$ cat config.mk
export PLATFORM = sky130hd
export DESIGN_NAME = write_demux_top
export DESIGN_NICKNAME = d
export VERILOG_FILES = /design/src/axi_chan_pkg.sv /design/src/demux_pkg.sv /design/src/id_counter_table.sv /design/src/aw_dispatch.sv /design/src/w_route_fifo.sv /design/src/b_arbiter.sv /design/src/write_demux_top.sv
export SDC_FILE = /design/constraint.sdc
export NUM_CORES = 1
export LEC_CHECK = 0
export ABC_AREA = 0
export BUFFER_PORTS_ARGS = -buffer_cell sky130_fd_sc_hd__buf_2
export CORE_AREA = 2 2 148 150
export CTS_BUF_LIST = sky130_fd_sc_hd__clkbuf_2
export CTS_CLUSTER_DIAMETER = 60
export CTS_CLUSTER_SIZE = 10
export DETAILED_ROUTE_END_ITERATION = 7
export DIE_AREA = 0 0 150 152
export HOLD_SLACK_MARGIN = 0.1
export PLACE_DENSITY = 0.51
export RECOVER_POWER = 50
export SETUP_SLACK_MARGIN = 0.02
export SLEW_MARGIN = 20
export SYNTH_ARGS = -nofsm -noshare
export SYNTH_HDL_FRONTEND = slang
export SYNTH_SLANG_ARGS = --single-unit
export TNS_END_PERCENT = 100
$ cat constraint.sdc
create_clock -name clk_i -period 5.2 [get_ports clk_i]
set_input_delay 0.26 -clock clk_i [delete_from_list [all_inputs] [get_ports clk_i]]
set_output_delay 0.26 -clock clk_i [all_outputs]
set_load 0.005 [all_outputs]
$ cat src/axi_chan_pkg.sv
// write-channel field types shared by the demultiplexer and its testbench
package axi_chan_pkg;

  // ------------------------------------------------------------------------
  // field widths
  // ------------------------------------------------------------------------
  localparam int unsigned ID_WIDTH   = 4;
  localparam int unsigned ADDR_WIDTH = 32;
  localparam int unsigned LEN_WIDTH  = 8;
  localparam int unsigned DATA_WIDTH = 32;
  localparam int unsigned RESP_WIDTH = 2;

  // one strobe bit per data byte
  localparam int unsigned STRB_WIDTH = DATA_WIDTH / 8;

  // ------------------------------------------------------------------------
  // field types
  // ------------------------------------------------------------------------
  // transaction id whose low bits drive the ordering lookups
  typedef logic [ID_WIDTH-1:0]   id_t;
  typedef logic [ADDR_WIDTH-1:0] addr_t;
  // burst length minus one
  typedef logic [LEN_WIDTH-1:0]  len_t;
  typedef logic [DATA_WIDTH-1:0] data_t;
  typedef logic [STRB_WIDTH-1:0] strb_t;
  // okay, exokay, slverr, decerr
  typedef logic [RESP_WIDTH-1:0] resp_t;

endpackage

$ cat src/demux_pkg.sv
// port-select, capacity and state definitions for the write demultiplexer
package demux_pkg;

  // ------------------------------------------------------------------------
  // master port range
  // ------------------------------------------------------------------------
  // upper bound on master ports that also sizes the select type
  localparam int unsigned MAX_MST_PORTS = 4;

  // bits needed to number every master port
  localparam int unsigned SEL_WIDTH = $clog2(MAX_MST_PORTS);

  // master port number and entry type of the w route queue
  typedef logic [SEL_WIDTH-1:0] mst_sel_t;

  // ------------------------------------------------------------------------
  // aw dispatcher states
  // ------------------------------------------------------------------------
  // AW_IDLE    free to admit a new address when lookup and space allow
  // AW_LOCKED  an address was offered and pushed but not yet accepted
  //            so its valid is held without re-checking the lookup
  typedef enum logic {
    AW_IDLE   = 1'b0,
    AW_LOCKED = 1'b1
  } aw_state_e;

endpackage

$ cat src/id_counter_table.sv
// per-id outstanding write counters with the remembered target port of each id
`timescale 1ns/10ps

module id_counter_table
  import axi_chan_pkg::*;
  import demux_pkg::*;
#(
  parameter int unsigned MaxTrans = 8,
  parameter int unsigned LookBits = 2
) (
  input  logic     clk_i,
  input  logic     reset_i,
  // lookup for the address waiting at the slave port
  input  id_t      lookup_id_i,
  output mst_sel_t lookup_sel_o,
  output logic     lookup_occupied_o,
  // one more write in flight
  input  logic     push_i,
  input  id_t      push_id_i,
  input  mst_sel_t push_sel_i,
  // a write response left on the slave side
  input  logic     pop_i,
  input  id_t      pop_id_i,
  output logic     full_o
);

  localparam int unsigned NumCnt   = 2 ** LookBits;
  localparam int unsigned CntWidth = (MaxTrans > 1) ? $clog2(MaxTrans) : 1;

  typedef logic [CntWidth-1:0] cnt_t;

  cnt_t                cnt_q [NumCnt];
  mst_sel_t            sel_q [NumCnt];
  logic [LookBits-1:0] lookup_idx;
  logic [LookBits-1:0] push_idx;
  logic [LookBits-1:0] pop_idx;
  logic [NumCnt-1:0]   push_en;
  logic [NumCnt-1:0]   pop_en;
  logic [NumCnt-1:0]   at_max;

  // only the low id bits select a counter
  assign lookup_idx = lookup_id_i[LookBits-1:0];
  assign push_idx   = push_id_i[LookBits-1:0];
  assign pop_idx    = pop_id_i[LookBits-1:0];

  // ------------------------------------------------------------------------
  // decode and full detection
  // ------------------------------------------------------------------------
  always_comb begin
    for (int i = 0; i < NumCnt; i++) begin
      push_en[i] = push_i && (push_idx == LookBits'(i));
      pop_en[i]  = pop_i && (pop_idx == LookBits'(i));
      // a saturated counter could not take another push
      at_max[i]  = &cnt_q[i];
    end
  end

  assign full_o            = |at_max;
  assign lookup_occupied_o = |cnt_q[lookup_idx];
  assign lookup_sel_o      = sel_q[lookup_idx];

  // ------------------------------------------------------------------------
  // up/down counters
  // ------------------------------------------------------------------------
  always_ff @(posedge clk_i) begin
    if (reset_i) begin
      for (int i = 0; i < NumCnt; i++) begin
        cnt_q[i] <= '0;
      end
    end else begin
      for (int i = 0; i < NumCnt; i++) begin
        // push and pop together on one id cancel out
        if (push_en[i] && !pop_en[i]) begin
          cnt_q[i] <= cnt_q[i] + cnt_t'(1);
        end else if (pop_en[i] && !push_en[i]) begin
          cnt_q[i] <= cnt_q[i] - cnt_t'(1);
        end
      end
    end
  end

  // port of the last push is only read while the counter is non-zero
  always_ff @(posedge clk_i) begin
    for (int i = 0; i < NumCnt; i++) begin
      if (push_en[i]) begin
        sel_q[i] <= push_sel_i;
      end
    end
  end

endmodule

$ cat src/aw_dispatch.sv
// write address dispatcher that admits, steers and locks aw requests
`timescale 1ns/10ps

module aw_dispatch
  import axi_chan_pkg::*;
  import demux_pkg::*;
#(
  parameter int unsigned NumMstPorts = 3
) (
  input  logic                   clk_i,
  input  logic                   reset_i,
  // slave side address request
  input  logic                   slv_aw_valid_i,
  input  id_t                    slv_aw_id_i,
  input  mst_sel_t               slv_aw_select_i,
  output logic                   slv_aw_ready_o,
  // master side handshake
  output logic [NumMstPorts-1:0] mst_aw_valid_o,
  input  logic [NumMstPorts-1:0] mst_aw_ready_i,
  // counter table and w queue status
  output id_t                    lookup_id_o,
  input  mst_sel_t               lookup_sel_i,
  input  logic                   lookup_occupied_i,
  input  logic                   cnt_full_i,
  input  logic                   fifo_full_i,
  output logic                   push_o
);

  aw_state_e state_q;
  aw_state_e state_d;
  logic      aw_valid;
  logic      port_ready;
  logic      admit;

  assign lookup_id_o = slv_aw_id_i;

  // id is free or already heading to the same port
  assign admit = slv_aw_valid_i && !cnt_full_i && !fifo_full_i &&
                 (!lookup_occupied_i || (lookup_sel_i == slv_aw_select_i));

  // ------------------------------------------------------------------------
  // steering of the single valid and the matching ready
  // ------------------------------------------------------------------------
  always_comb begin
    mst_aw_valid_o = '0;
    port_ready     = 1'b0;
    for (int p = 0; p < NumMstPorts; p++) begin
      if (slv_aw_select_i == mst_sel_t'(p)) begin
        mst_aw_valid_o[p] = aw_valid;
        port_ready        = mst_aw_ready_i[p];
      end
    end
  end

  // ------------------------------------------------------------------------
  // state machine
  // ------------------------------------------------------------------------
  always_comb begin
    state_d        = state_q;
    aw_valid       = 1'b0;
    push_o         = 1'b0;
    slv_aw_ready_o = 1'b0;
    unique case (state_q)
      AW_IDLE: begin
        if (admit) begin
          aw_valid       = 1'b1;
          // route decision goes to the w queue at first offer
          push_o         = 1'b1;
          slv_aw_ready_o = port_ready;
          if (!port_ready) begin
            state_d = AW_LOCKED;
          end
        end
      end
      AW_LOCKED: begin
        // hold the offer without looking at lookup and full flags
        aw_valid       = 1'b1;
        slv_aw_ready_o = port_ready;
        if (port_ready) begin
          state_d = AW_IDLE;
        end
      end
      default: state_d = AW_IDLE;
    endcase
  end

  always_ff @(posedge clk_i) begin
    if (reset_i) begin
      state_q <= AW_IDLE;
    end else begin
      state_q <= state_d;
    end
  end

endmodule

$ cat src/w_route_fifo.sv
// queue of aw port decisions that steers write data bursts to their master
`timescale 1ns/10ps

module w_route_fifo
  import demux_pkg::*;
#(
  parameter int unsigned NumMstPorts = 3,
  parameter int unsigned MaxTrans    = 8
) (
  input  logic                   clk_i,
  input  logic                   reset_i,
  // decisions from the aw dispatcher
  input  logic                   push_i,
  input  mst_sel_t               push_sel_i,
  output logic                   full_o,
  // slave side w handshake
  input  logic                   slv_w_valid_i,
  input  logic                   slv_w_last_i,
  output logic                   slv_w_ready_o,
  // master side w handshake
  output logic [NumMstPorts-1:0] mst_w_valid_o,
  input  logic [NumMstPorts-1:0] mst_w_ready_i
);

  localparam int unsigned PtrWidth = (MaxTrans > 1) ? $clog2(MaxTrans) : 1;

  typedef logic [PtrWidth-1:0] ptr_t;
  typedef logic [PtrWidth:0]   fill_t;

  mst_sel_t mem_q [MaxTrans];
  ptr_t     wr_ptr_q;
  ptr_t     rd_ptr_q;
  fill_t    fill_q;
  logic     empty;
  logic     push_ok;
  logic     pop;
  mst_sel_t head_sel;

  assign full_o   = (fill_q == fill_t'(MaxTrans));
  assign empty    = (fill_q == '0);
  assign push_ok  = push_i && !full_o;
  assign head_sel = mem_q[rd_ptr_q];

  // ------------------------------------------------------------------------
  // w steering once a decision sits at the head
  // ------------------------------------------------------------------------
  always_comb begin
    mst_w_valid_o = '0;
    slv_w_ready_o = 1'b0;
    for (int p = 0; p < NumMstPorts; p++) begin
      if (!empty && (head_sel == mst_sel_t'(p))) begin
        mst_w_valid_o[p] = slv_w_valid_i;
        slv_w_ready_o    = mst_w_ready_i[p];
      end
    end
  end

  // last beat of the burst retires the decision
  assign pop = slv_w_valid_i && slv_w_ready_o && slv_w_last_i;

  // ------------------------------------------------------------------------
  // pointers and fill level
  // ------------------------------------------------------------------------
  always_ff @(posedge clk_i) begin
    if (reset_i) begin
      wr_ptr_q <= '0;
      rd_ptr_q <= '0;
      fill_q   <= '0;
    end else begin
      if (push_ok) begin
        wr_ptr_q <= (wr_ptr_q == ptr_t'(MaxTrans - 1)) ? '0 : wr_ptr_q + ptr_t'(1);
      end
      if (pop) begin
        rd_ptr_q <= (rd_ptr_q == ptr_t'(MaxTrans - 1)) ? '0 : rd_ptr_q + ptr_t'(1);
      end
      if (push_ok && !pop) begin
        fill_q <= fill_q + fill_t'(1);
      end else if (pop && !push_ok) begin
        fill_q <= fill_q - fill_t'(1);
      end
    end
  end

  // storage is valid only between read and write pointer
  always_ff @(posedge clk_i) begin
    if (push_ok) begin
      mem_q[wr_ptr_q] <= push_sel_i;
    end
  end

endmodule

$ cat src/b_arbiter.sv
// round-robin merge of master write responses onto the slave port with lock-in
`timescale 1ns/10ps

module b_arbiter
  import axi_chan_pkg::*;
  import demux_pkg::*;
#(
  parameter int unsigned NumMstPorts = 3
) (
  input  logic                   clk_i,
  input  logic                   reset_i,
  // master side responses
  input  logic [NumMstPorts-1:0] mst_b_valid_i,
  input  id_t  [NumMstPorts-1:0] mst_b_id_i,
  input  resp_t [NumMstPorts-1:0] mst_b_resp_i,
  output logic [NumMstPorts-1:0] mst_b_ready_o,
  // merged slave side response
  output logic                   slv_b_valid_o,
  output id_t                    slv_b_id_o,
  output resp_t                  slv_b_resp_o,
  input  logic                   slv_b_ready_i,
  // retire one write in the counter table
  output logic                   pop_o,
  output id_t                    pop_id_o
);

  mst_sel_t rr_q;
  mst_sel_t grant_q;
  logic     locked_q;
  mst_sel_t pick;
  mst_sel_t grant;
  logic     found;

  // first valid requester at or after the pointer
  always_comb begin
    int idx;
    found = 1'b0;
    pick  = rr_q;
    idx   = 0;
    for (int k = 0; k < NumMstPorts; k++) begin
      idx = (int'(rr_q) + k) % NumMstPorts;
      if (!found && mst_b_valid_i[idx]) begin
        found = 1'b1;
        pick  = mst_sel_t'(idx);
      end
    end
  end

  // a stalled grant stays with its port
  assign grant         = locked_q ? grant_q : pick;
  assign slv_b_valid_o = locked_q ? mst_b_valid_i[grant_q] : found;
  assign slv_b_id_o    = mst_b_id_i[grant];
  assign slv_b_resp_o  = mst_b_resp_i[grant];
  assign pop_o         = slv_b_valid_o && slv_b_ready_i;
  assign pop_id_o      = slv_b_id_o;

  always_comb begin
    for (int p = 0; p < NumMstPorts; p++) begin
      mst_b_ready_o[p] = pop_o && (grant == mst_sel_t'(p));
    end
  end

  // ------------------------------------------------------------------------
  // lock and pointer update
  // ------------------------------------------------------------------------
  always_ff @(posedge clk_i) begin
    if (reset_i) begin
      rr_q     <= '0;
      grant_q  <= '0;
      locked_q <= 1'b0;
    end else begin
      locked_q <= slv_b_valid_o && !slv_b_ready_i;
      if (slv_b_valid_o && !slv_b_ready_i) begin
        grant_q <= grant;
      end
      // move past the winner so every port gets its turn
      if (pop_o) begin
        rr_q <= (grant == mst_sel_t'(NumMstPorts - 1)) ? '0 : grant + mst_sel_t'(1);
      end
    end
  end

endmodule

$ cat src/write_demux_top.sv
// write-only bus demultiplexer from one slave port to several master ports
`timescale 1ns/10ps

module write_demux_top
  import axi_chan_pkg::*;
  import demux_pkg::*;
#(
  parameter int unsigned NumMstPorts = 3,
  parameter int unsigned MaxTrans    = 8,
  parameter int unsigned LookBits    = 2
) (
  input  logic                    clk_i,
  input  logic                    reset_i,
  // slave port
  input  logic                    slv_aw_valid_i,
  input  id_t                     slv_aw_id_i,
  input  addr_t                   slv_aw_addr_i,
  input  len_t                    slv_aw_len_i,
  input  mst_sel_t                slv_aw_select_i,
  output logic                    slv_aw_ready_o,
  input  logic                    slv_w_valid_i,
  input  data_t                   slv_w_data_i,
  input  strb_t                   slv_w_strb_i,
  input  logic                    slv_w_last_i,
  output logic                    slv_w_ready_o,
  output logic                    slv_b_valid_o,
  output id_t                     slv_b_id_o,
  output resp_t                   slv_b_resp_o,
  input  logic                    slv_b_ready_i,
  // master ports
  output logic  [NumMstPorts-1:0] mst_aw_valid_o,
  output id_t   [NumMstPorts-1:0] mst_aw_id_o,
  output addr_t [NumMstPorts-1:0] mst_aw_addr_o,
  output len_t  [NumMstPorts-1:0] mst_aw_len_o,
  input  logic  [NumMstPorts-1:0] mst_aw_ready_i,
  output logic  [NumMstPorts-1:0] mst_w_valid_o,
  output data_t [NumMstPorts-1:0] mst_w_data_o,
  output strb_t [NumMstPorts-1:0] mst_w_strb_o,
  output logic  [NumMstPorts-1:0] mst_w_last_o,
  input  logic  [NumMstPorts-1:0] mst_w_ready_i,
  input  logic  [NumMstPorts-1:0] mst_b_valid_i,
  input  id_t   [NumMstPorts-1:0] mst_b_id_i,
  input  resp_t [NumMstPorts-1:0] mst_b_resp_i,
  output logic  [NumMstPorts-1:0] mst_b_ready_o
);

  if (NumMstPorts < 2 || NumMstPorts > MAX_MST_PORTS) begin : gen_bad_ports
    $error("NumMstPorts must be between 2 and %0d", MAX_MST_PORTS);
  end

  id_t      lookup_id;
  mst_sel_t lookup_sel;
  logic     lookup_occupied;
  logic     cnt_full;
  logic     fifo_full;
  logic     push;
  logic     pop;
  id_t      pop_id;

  // ------------------------------------------------------------------------
  // payload fields go to every port while only the valids are steered
  // ------------------------------------------------------------------------
  assign mst_aw_id_o   = {NumMstPorts{slv_aw_id_i}};
  assign mst_aw_addr_o = {NumMstPorts{slv_aw_addr_i}};
  assign mst_aw_len_o  = {NumMstPorts{slv_aw_len_i}};
  assign mst_w_data_o  = {NumMstPorts{slv_w_data_i}};
  assign mst_w_strb_o  = {NumMstPorts{slv_w_strb_i}};
  assign mst_w_last_o  = {NumMstPorts{slv_w_last_i}};

  aw_dispatch #(.NumMstPorts(NumMstPorts)) u_aw_dispatch (
    .clk_i, .reset_i, .slv_aw_valid_i, .slv_aw_id_i, .slv_aw_select_i, .slv_aw_ready_o,
    .mst_aw_valid_o, .mst_aw_ready_i,
    .lookup_id_o       (lookup_id),
    .lookup_sel_i      (lookup_sel),
    .lookup_occupied_i (lookup_occupied),
    .cnt_full_i        (cnt_full),
    .fifo_full_i       (fifo_full),
    .push_o            (push)
  );

  // push carries the admitted address id and its port
  id_counter_table #(.MaxTrans(MaxTrans), .LookBits(LookBits)) u_id_counter_table (
    .clk_i, .reset_i,
    .lookup_id_i (lookup_id), .lookup_sel_o (lookup_sel),
    .lookup_occupied_o (lookup_occupied),
    .push_i (push), .push_id_i (lookup_id), .push_sel_i (slv_aw_select_i),
    .pop_i (pop), .pop_id_i (pop_id), .full_o (cnt_full)
  );

  w_route_fifo #(.NumMstPorts(NumMstPorts), .MaxTrans(MaxTrans)) u_w_route_fifo (
    .clk_i, .reset_i, .push_i (push), .push_sel_i (slv_aw_select_i), .full_o (fifo_full),
    .slv_w_valid_i, .slv_w_last_i, .slv_w_ready_o, .mst_w_valid_o, .mst_w_ready_i
  );

  b_arbiter #(.NumMstPorts(NumMstPorts)) u_b_arbiter (
    .clk_i, .reset_i, .mst_b_valid_i, .mst_b_id_i, .mst_b_resp_i, .mst_b_ready_o,
    .slv_b_valid_o, .slv_b_id_o, .slv_b_resp_o, .slv_b_ready_i,
    .pop_o (pop), .pop_id_o (pop_id)
  );

endmodule

* After elaboration in Yosys (flattened, before gate mapping)
Memories as Yosys holds them, arrays and structs flattened. A register that Yosys moved wholly into a read port is not among the register bits.
Index checks and enable logic that the tools add are counted.
** Word-level totals
- Memories :: 3
- Input port bits :: 115
- Memory bits (writable) :: 36
- Bits in registers :: 16
- Word-level logic and storage cells :: 233
- Output and inout port bits :: 261
** Memories
- u_w_route_fifo.mem_q :: words 8, width 2, rd ports 1, clocked after memory_dff 1, wr ports 1, line w_route_fifo.sv:30 : mst_sel_t mem_q [MaxTrans];
- u_id_counter_table.cnt_q :: words 4, width 3, rd ports 5, clocked after memory_dff 0, wr ports 4, line id_counter_table.sv:32 : cnt_t cnt_q [NumCnt];
- u_id_counter_table.sel_q :: words 4, width 2, rd ports 1, clocked after memory_dff 0, wr ports 1, line id_counter_table.sv:33 : mst_sel_t sel_q [NumCnt];
** Operators by class
- Reduce and logical (&&, ||, !) cells :: 68
- Eq/ne operators :: 16
- Add/subtract/negate cells :: 15
- Order comparisons :: 5
- Div/mod/pow operators :: 3
- Bitwise gates (word level) :: 9
- Multiplexer cells :: 107
** Operators with widths (number)
- < comparator 32 x 4 -> 1 bit, second input constant :: 3
- 2-to-1 mux 1 bit :: 71
- modulo 32 x 2 -> 32 bit, second input constant :: 2
- 2-to-1 mux 3 bit :: 12
- logical AND 1 bit :: 34
- modulo 2 x 2 -> 32 bit, second input constant :: 1
- 2-to-1 mux 2 bit :: 12
- adder 3 x 1 -> 3 bit, second input constant :: 6
- zero test 1 bit :: 17
- == test 2 bit, second input constant :: 7
- 2-to-1 mux 4 bit :: 3
- AND reduction 3 bit :: 4
- subtractor 3 x 1 -> 3 bit, second input constant :: 4
- == test 2 x 1 -> 1 bit, second input constant :: 5
- zero test 2 bit :: 5
- binary-select mux 1 bit (select 2 bit) :: 4
- binary-select mux 4 bit (select 2 bit) :: 1
- OR 1 bit :: 8
- == test 3 bit, second input constant :: 2
- < comparator 2 x 3 -> 1 bit, second input constant :: 2
- one-hot mux 1 bit (2 select lines) :: 3
- OR reduction 2 bit :: 3
- adder 4 x 1 -> 4 bit, second input constant :: 1
- binary-select mux 2 bit (select 2 bit) :: 1
- 12 further kinds :: 12

* Logic depth before layout (Yosys ltp)
Gate-level depths: netlist (run 1).
- Word-level depth :: 23
- Depth in mapped cells :: 16
- Depth with buffers taken out :: 15

* Hierarchy
A second synthesis (run 1) with hierarchy kept.
** Unflattened totals
- Cells, all modules :: 605
- Area total of the unflattened synthesis :: 5500.3 µm²
** By module, submodules not included
- write_demux_top :: cells each 243, instances 1, area an instance 1824.2 µm², seq. area each 0.0 µm²
- w_route_fifo :: cells each 116, instances 1, area an instance 1383.8 µm², seq. area each 740.7 µm²
- id_counter_table :: cells each 97, instances 1, area an instance 1194.9 µm², seq. area each 600.6 µm²
- b_arbiter :: cells each 127, instances 1, area an instance 930.9 µm², seq. area each 100.1 µm²
- aw_dispatch :: cells each 22, instances 1, area an instance 166.4 µm², seq. area each 20.0 µm²

* Least setup slack after synthesis (run 1)
No wires, ideal clock.
- Kind :: flip-flop to flip-flop
- Start point :: reg u_b_arbiter.rr_q[0]
- End point :: mem u_id_counter_table.cnt_q[2][2] in the netlist's numbering (data pin)
- Buffers on the path :: 1
- Stages on the path, launching flop included :: 16
- Slack :: 1.239 ns
- Clock period less this slack :: 3.961 ns
- Setup time :: 0.148 ns
- Required time :: 5.052 ns
- Arrival time :: 3.812 ns
- Path through :: dfxtp_1 inv_1 ha_1 buf_6 a21oi_1 nand3_2 a221o_2 a21o_4 and4_4 a311o_4 or3_4 or2_1 fa_1 xnor2_1 or3_1 mux2i_1
** RTL lines
- start, declared :: line b_arbiter.sv:27 : mst_sel_t rr_q;
- start signal, assigned :: line b_arbiter.sv:78 : rr_q <= (grant == mst_sel_t'(NumMstPorts - 1)) ? '0 : grant + mst_sel_t'(1);
- end, declared :: line id_counter_table.sv:32

==> flow_metrics.tcl, run 1 <==
set metrics [dict create \
    p_clk_share_pct 13.1 \
    placedInstanceArea_sq_um 4060 \
    cp-end-kind "register" \
    p_total_mw 1.48 \
    ys_top_cells_by_count "buf_4, edfxtp_1, inv_1, nor2_1, dfxtp_1" \
    cts_setup_buffers 0 \
    dieArea_sq_um 22800 \
    core_area_sq_um 21400 \
    synth.most_common_cell "buf_4" \
    io_pins 376 \
    clk_path_buf_depth 2 \
    rsz0062_at_grt "no" \
    cts.sinks 55 \
    nFillCells 2413 \
    die_h_um 152 \
    power_density_nw_per_um2 359 \
    ys_seq_elements 55 \
    drv_slew 0 \
    setup.worst_path.start_class "register" \
    dr.pass1.iters 4 \
    ant_nets 0 \
    worst_pin_slew_ns 0.790 \
    maxCapViolations 0 \
    swShare_pct 40.4 \
    synth_area_per_cell_sq_um 9.29 \
    stdcell_count 666 \
    arrival_ns 4.73 \
    crit_chain "inv_1 > ha_1 > or2b_2 > nand3_2 > a22oi_1 > o21ai_2 > a211oi_1 > a311o_4 > or3_4 > or2_1 > fa_1 > xnor2_1 > or3_1 > mux2i_1" \
    area_growth_pct -21.7 \
    grt_usage_pct 7.43 \
    path_buf_inv 1 \
    path_max_fanout 16 \
    dp_cells 656 \
    crit_type "register to register" \
    nNetsFinal 517 \
    clock.fmax_mhz 228 \
    grt_max_degree 41 \
    slowest_delay_ns 0.52 \
    synth-seq-area-share_pct 27.7 \
    gp_congestion 0.774 \
    cts-root-buf "clkbuf_2" \
    die_x_um 150 \
    slew-limit-headroom_pct 47.4 \
    netlist_instances 567 \
    synth_top_area_share_pct 34.8 \
    slowest_stage "o21ai_2" \
    routed_wl_mm 8.71 \
    h-tree-depth 2 \
    yosysWarnings 0 \
    ir_drop_uv 165 \
    worstPathRequired_ns 5.55 \
    rows 54 \
    drive_gt1_share_pct 25.6 \
    fin_skew_ns 0.0218 \
    synth_ff_type "edfxtp_1" \
    drc 0 \
    grt-ovfl-total 0 \
    hp-start "slv_b_ready_i" \
    grt_first_pass_wirelength_mm 13.9 \
    synthesis.nets 699 \
    grt_pass1_vias 2744 \
    post_drt_wl_per_cell_um 13.1 \
    start_util_pct 24.7 \
    regArea_sq_um 1460 \
    internal_power_mw 0.881 \
    post_cts_resize_count 0 \
    vias 2782 \
    setup.worst_path.start "u_b_arbiter.rr_q[0]" \
    synth_cell_type_count 71 \
    clkLatencyLatePin_ns 0.48 \
    diodes 0 \
    seqPwrFrac_pct 40.5 \
    async_flop_share_pct 0 \
    io_buffers 63 \
    reg2reg_from "u_b_arbiter.rr_q[0]" \
    switchingPower_mw 0.598 \
    finalHoldViolCount 0 \
    status "completed" \
    yosysTopAreaCell "buf_4" \
    place_hpwl_mm 6.62 \
    vias_per_cell 4.18 \
    cts_inserted_buffers 5 \
    cts_tree "yes" \
    cts_hold_buf 2 \
    multi_input_area_sq_um 1840 \
    synth_edf_count 36 \
    hold_class "input pin to register" \
    antenna_found_initial 0 \
    synth_area_leaders "buf_4, edfxtp_1, dfxtp_1" \
    fin_crit_ns 4.38 \
    drt_iter0_drc 100 \
    postLayoutCellArea_sq_um 4130 \
    finalSetupViolations 0 \
    finalCritPeriodShare_pct 84.3 \
    cellLeakagePower_nw 1.54 \
    syn_area_sq_um 5270 \
    path_clk_slew_ns 0.30 \
    combPwrFrac_pct 46.4 \
    cp_top_family "simple AND/OR/NAND/NOR gates" \
    fin_tns_setup_ns 0 \
]
-- cell families (layout without fill, tap and decap cells) --
family                   count (synthesis)  after routing  share of synthesized area, %
XOR/XNOR                                10             10                          1.66
multiplexers                            23             23                          6.48
flip-flops                              55             55                          27.7
buffers and inverters                  278             97                          37.4
adder cells (fa/ha/maj)                 17             17                          4.61
AO/OA/AOI/OAI                           67             67                          9.24
AND/OR/NAND/NOR                        117            117                          12.9
-- per-layer routing --
layer | track usage, % | share of wire [%]
met3 | 3.93 | 11
met2 | 10.9 | 43
met4 | 3.14 | 2.9
met1 | 9.04 | 43
met5 | 0 | 0
-- placed cells by master, fill, tap and decap left out, types with 3 or more instances in the layout --
cell / synthesis / final
a211oi_1: 11 / 11
a22oi_1: 3 / 3
nor3_1: 17 / 17
and2_1: 4 / 4
ha_1: 13 / 13
nand3b_1: 6 / 6
buf_2: 1 / 61
a21oi_1: 15 / 15
or2_1: 3 / 3
clkbuf_2: 0 / 5
nor3b_1: 3 / 3
fa_1: 4 / 4
o41ai_1: 3 / 3
o21ai_0: 10 / 10
nand3_1: 10 / 10
edfxtp_1: 36 / 36
nand2b_1: 6 / 6
mux4_2: 7 / 7
inv_1: 23 / 23
mux2i_1: 11 / 11
dfxtp_1: 19 / 19
xnor2_1: 6 / 6
nand2_1: 14 / 14
a31oi_1: 3 / 3
nor2_1: 22 / 22
nor4_1: 3 / 3
xor2_1: 4 / 4
or3_1: 4 / 4
or3b_1: 3 / 3
-- metrics by stage --
step,setup slack (ns),util (%),hold WS [ns]
2_1_floorplan,1.24,-,0.359
3_3_place_gp,0.917,19.0,0.471
3_5_place_dp,0.858,19.0,0.473
4_1_cts,0.794,19.3,0.114
5_1_grt,0.516,19.3,0.198
6_report,0.817,19.3,0.221
-- power by group through the flow --
stage	Combinational [mW]	Sequential, mW	Clock, mW
after CTS	0.698	0.600	0.203
final	0.687	0.599	0.193
after detailed placement	0.691	0.611	0
after floorplan	0.673	0.593	0
after global placement	0.691	0.611	0
after global routing	0.786	0.609	0.217
-- registers in the layout (all words and copies together) (netlist names), named ones only --
register                  count
u_w_route_fifo.wr_ptr_q       3
u_b_arbiter.grant_q           2
u_b_arbiter.locked_q          1
u_b_arbiter.rr_q              2
u_w_route_fifo.fill_q         4
u_aw_dispatch.state_q         1
u_id_counter_table.cnt_q     12
u_id_counter_table.sel_q      8
u_w_route_fifo.rd_ptr_q       3
u_w_route_fifo.mem_q         16
-- worst reg2reg max path: cells and delay by family (launching register included) --
| kind | cells | cell delay [ns] |
|---|---|---|
| fa+ha+maj | 2 | 0.80 |
| xor+xnor | 1 | 0.14 |
| mux | 1 | 0.12 |
| flops | 1 | 0.46 |
| simple gates | 5 | 1.39 |
| compound gates | 4 | 1.29 |
| buf+inv | 1 | 0.08 |
-- layout make-up --
class                   instances  area share [%]
repair buffers                 65            8.07
clock buffers                   5           0.607
inverters                      24            2.18
well taps                     280            8.49
flip-flops and latches         55            35.4
multi-input cells             234            44.6
clock inverters                 3           0.667
-- worst paths after layout --
kind | end | slack [ns] | cells after the start
setup reg to reg | u_id_counter_table.cnt_q[2][2] | 0.82 | 14
hold reg to reg | u_w_route_fifo.rd_ptr_q[1] | 0.50 | 2
hold / removal | u_b_arbiter.locked_q | 0.22 | 4
setup / recovery | u_id_counter_table.cnt_q[2][2] | 0.82 | 14
(Power assumes the default switching activity.)
==> run 2, diff against run 1 <==
--- a/config.mk
+++ b/config.mk
@@ -5,16 +5,16 @@
 export SDC_FILE = /design/constraint.sdc
 export NUM_CORES = 1
 export LEC_CHECK = 0
-export ABC_AREA = 0
+export ABC_AREA = 1
 export BUFFER_PORTS_ARGS = -buffer_cell sky130_fd_sc_hd__buf_2
-export CORE_AREA = 2 2 148 150
+export CORE_AREA = 2 2 144 146
 export CTS_BUF_LIST = sky130_fd_sc_hd__clkbuf_2
 export CTS_CLUSTER_DIAMETER = 60
 export CTS_CLUSTER_SIZE = 10
 export DETAILED_ROUTE_END_ITERATION = 7
-export DIE_AREA = 0 0 150 152
+export DIE_AREA = 0 0 146 148
 export HOLD_SLACK_MARGIN = 0.1
-export PLACE_DENSITY = 0.51
+export PLACE_DENSITY = 0.57
 export RECOVER_POWER = 50
 export SETUP_SLACK_MARGIN = 0.02
 export SLEW_MARGIN = 20
==> constraint.sdc (replaced) <==
create_clock -name clk_i -period 3.8 [get_ports clk_i]
set_input_delay 0.19 -clock clk_i [delete_from_list [all_inputs] [get_ports clk_i]]
set_output_delay 0.19 -clock clk_i [all_outputs]
set_load 0.005 [all_outputs]
==> run 2 against run 1 <==
Against the previous run:
- sequential share of layout area decreased by 1.8 points
- worst setup slack worse by 0.32 ns
- global-route usage grew 4.2 points
- via count increased by 19%
- first-iteration DRC count up 60%
- synthesized cell count grew 18%
- register-to-register slack got worse by 0.32 ns
- flip-flop and latch count stayed put
- total power grew 130%
- wire length is 48% higher
- critical path depth rose by 8
- critical endpoint is now u_id_counter_table.cnt_q[0][2]
- largest power group unchanged
- highest routed layer unchanged
==> flow_metrics.tcl, run 2 <==
set metrics [dict create \
    dpl_worst_slack_ns 0.480 \
    top_regs "u_w_route_fifo.mem_q: 16 flops, u_id_counter_table.cnt_q: 12 flops, u_id_counter_table.sel_q: 8 flops" \
    grt-ovfl-total 0 \
    grt_pass1_vias 3198 \
    path_max_fanout 7 \
    core_area_sq_um 20000 \
    finalSetupViolations 0 \
    yosysWarnings 0 \
    fin_util_pct 21.7 \
    die_x_um 146 \
    area_growth_pct -19.7 \
    h-tree-depth 2 \
    clk_path_buf_depth 2 \
    stdcell_count 773 \
    drc 0 \
    crit_top_cell "nand2_1" \
    start_util_pct 27.0 \
    synthesis.nets 803 \
    rows 52 \
    layout_common_cells "nand2_1, buf_2, inv_1" \
    die_h_um 148 \
    nNetsFinal 634 \
    path_depth 22 \
    ys_top_cells_by_count "buf_4, nand2_1, inv_1, nand3_1" \
    crit_type "register to register" \
    synth_edf_count 36 \
    yosysTopAreaCell "buf_4" \
    registers.top_by_ff_count "u_w_route_fifo.mem_q" \
    drv_slew 0 \
    async_flop_share_pct 0 \
    cellLeakagePower_nw 1.89 \
    setup.worst_path.start_class "register" \
    io_pins 376 \
    dr.pass1.iters 4 \
    grt_usage_pct 11.6 \
    fin_tns_setup_ns 0 \
    ant_nets 0 \
    synth.most_common_cell "buf_4" \
    cp_top_family "simple AND/OR/NAND/NOR gates" \
    hold_ws_ns 0.139 \
    io_buffers 63 \
    cts-root-buf "clkbuf_2" \
    setup.worst_path.start "u_b_arbiter.rr_q[0]" \
    cts_setup_buffers 0 \
    cts_inserted_buffers 5 \
    worst_slack_ns 0.495 \
    ir_drop_uv 437 \
    reg2reg_from "u_b_arbiter.rr_q[0]" \
    synth_cell_type_count 41 \
    r2r-end "u_id_counter_table.cnt_q[0][2]" \
    r2r_setup_slack_ns 0.49 \
    power_density_nw_per_um2 785 \
    synth_top_area_share_pct 33.7 \
    layout_commonest_cell "nand2_1" \
    place_hpwl_mm 10.9 \
    finalHoldViolCount 0 \
    cp-end-kind "register" \
    clkLatencyLatePin_ns 0.46 \
    diodes 0 \
    drive_gt1_share_pct 23.3 \
    cts_hold_buf 8 \
    synth_area_leaders "buf_4, edfxtp_1, dfxtp_1" \
    netlist_instances 671 \
    crit_chain "inv_1 > ha_1 > inv_2 > nand3_1 > nand2_1 > nand3_4 > clkinv_1 > nand2_1 > nand2_1 > nand2_2 > nand2_4 > nand3_1 > nand3_2 > nor2_4 > nand3_4 > fa_1 > xnor2_1 > inv_1 > nand3_1 > nand2_1 > nand2_1 > inv_1" \
    grt_max_degree 20 \
    clock.fmax_mhz 303 \
    cts.sinks 55 \
    hold_class "input pin to register" \
    ys_seq_elements 55 \
    arrival_ns 3.58 \
    antenna_found_initial 0 \
    routed_wl_mm 12.9 \
    post_cts_resize_count 0 \
    vias 3310 \
    finalCritPeriodShare_pct 87.0 \
    slowest_stage "dfxtp_1" \
    post_drt_wl_per_cell_um 16.7 \
    worstPathRequired_ns 4.07 \
    worst_pin_slew_ns 0.479 \
    rsz0062_at_grt "no" \
    synth_area_per_cell_sq_um 8.06 \
    slew-limit-headroom_pct 68.0 \
    worstRegToRegCells 22 \
    fin_crit_ns 3.31 \
    synth-seq-area-share_pct 27.0 \
    grt_first_pass_wirelength_mm 19.3 \
    path_clk_slew_ns 0.31 \
    vias_per_cell 4.28 \
    dieArea_sq_um 21600 \
    status "completed" \
    drt_iter0_drc 160 \
    crit_end "u_id_counter_table.cnt_q[0][2]" \
    synth_ff_type "edfxtp_1" \
    path_buf_inv 5 \
    slowest_delay_ns 0.42 \
    fin_skew_ns 0.0296 \
    maxCapViolations 0 \
    dp_cells 757 \
    syn_area_sq_um 5410 \
    largest_reg_flops 16 \
    gp_congestion 0.785 \
    cts_tree "yes" \
]
## run 2: cell count changes after synthesis, moves of 9 or more
cell	previous run	this run
a211oi_1	11	2
inv_1	23	60
mux2i_1	11	0
nand2_1	14	74
nand2_2	0	9
nand3_1	10	38
nand4_1	0	9
nor2_1	22	36
o21ai_0	10	19
## run 2: layout make-up
type / count / area (sq um)
clock buffers: 5 / 25.0
clock inverters: 3 / 27.5
fillers: 2277 / 15700
inverters: 67 / 256
multi-input cells: 301 / 1840
well taps: 270 / 338
flip-flops and latches: 55 / 1460
repair buffers: 72 / 403
## run 2: cells by family after synthesis
| family | after synthesis | synth area share [%] |
|---|---|---|
| adder cells (fa/ha/maj) | 17 | 4.49 |
| buffers and inverters | 315 | 39.1 |
| XOR/XNOR | 7 | 1.13 |
| AND/OR/NAND/NOR | 215 | 21.7 |
| flip-flops | 55 | 27.0 |
| AO/OA/AOI/OAI | 62 | 6.61 |
## run 2: metrics by stage
step	power [mW]	cell area, sq um
final	3.41	4350
after global routing	3.80	4350
after global placement	3.17	4220
after floorplan	2.85	5410
after CTS	3.46	4350
after detailed placement	3.19	4220
## run 2: layer usage
metal	share of wire (%)	track usage (%)	wire length [um]
met1	34	11.2	4340
met3	12	6.27	1600
met4	3.3	4.32	424
met2	51	20.9	6540
met5	0	0.682	0
## run 2: how the worst min path moves through the flow
stage	startpoint	to	slack, ns	cells after the start
2_1_floorplan	slv_b_ready_i	u_b_arbiter.locked_q	0.27	1
3_3_place_gp	slv_aw_addr_i[22]	mst_aw_addr_o[22]	0.38	0
3_5_place_dp	slv_aw_addr_i[22]	mst_aw_addr_o[22]	0.38	0
4_1_cts	slv_w_last_i	register	0.12	3
5_1_grt	slv_w_last_i	register	0.14	3
6_report	slv_w_last_i	register	0.14	3
## run 2: power by group
part / internal [mW] / switching [mW]
Sequential: 0.793 / 0.120
Combinational: 0.784 / 1.46
Clock: 0.0516 / 0.203
Total: 1.63 / 1.78
## run 2: worst min-delay path: stages
cell,delay (ns)
buf_2,0.16
nand3_2,0.15
a21oi_1,0.09
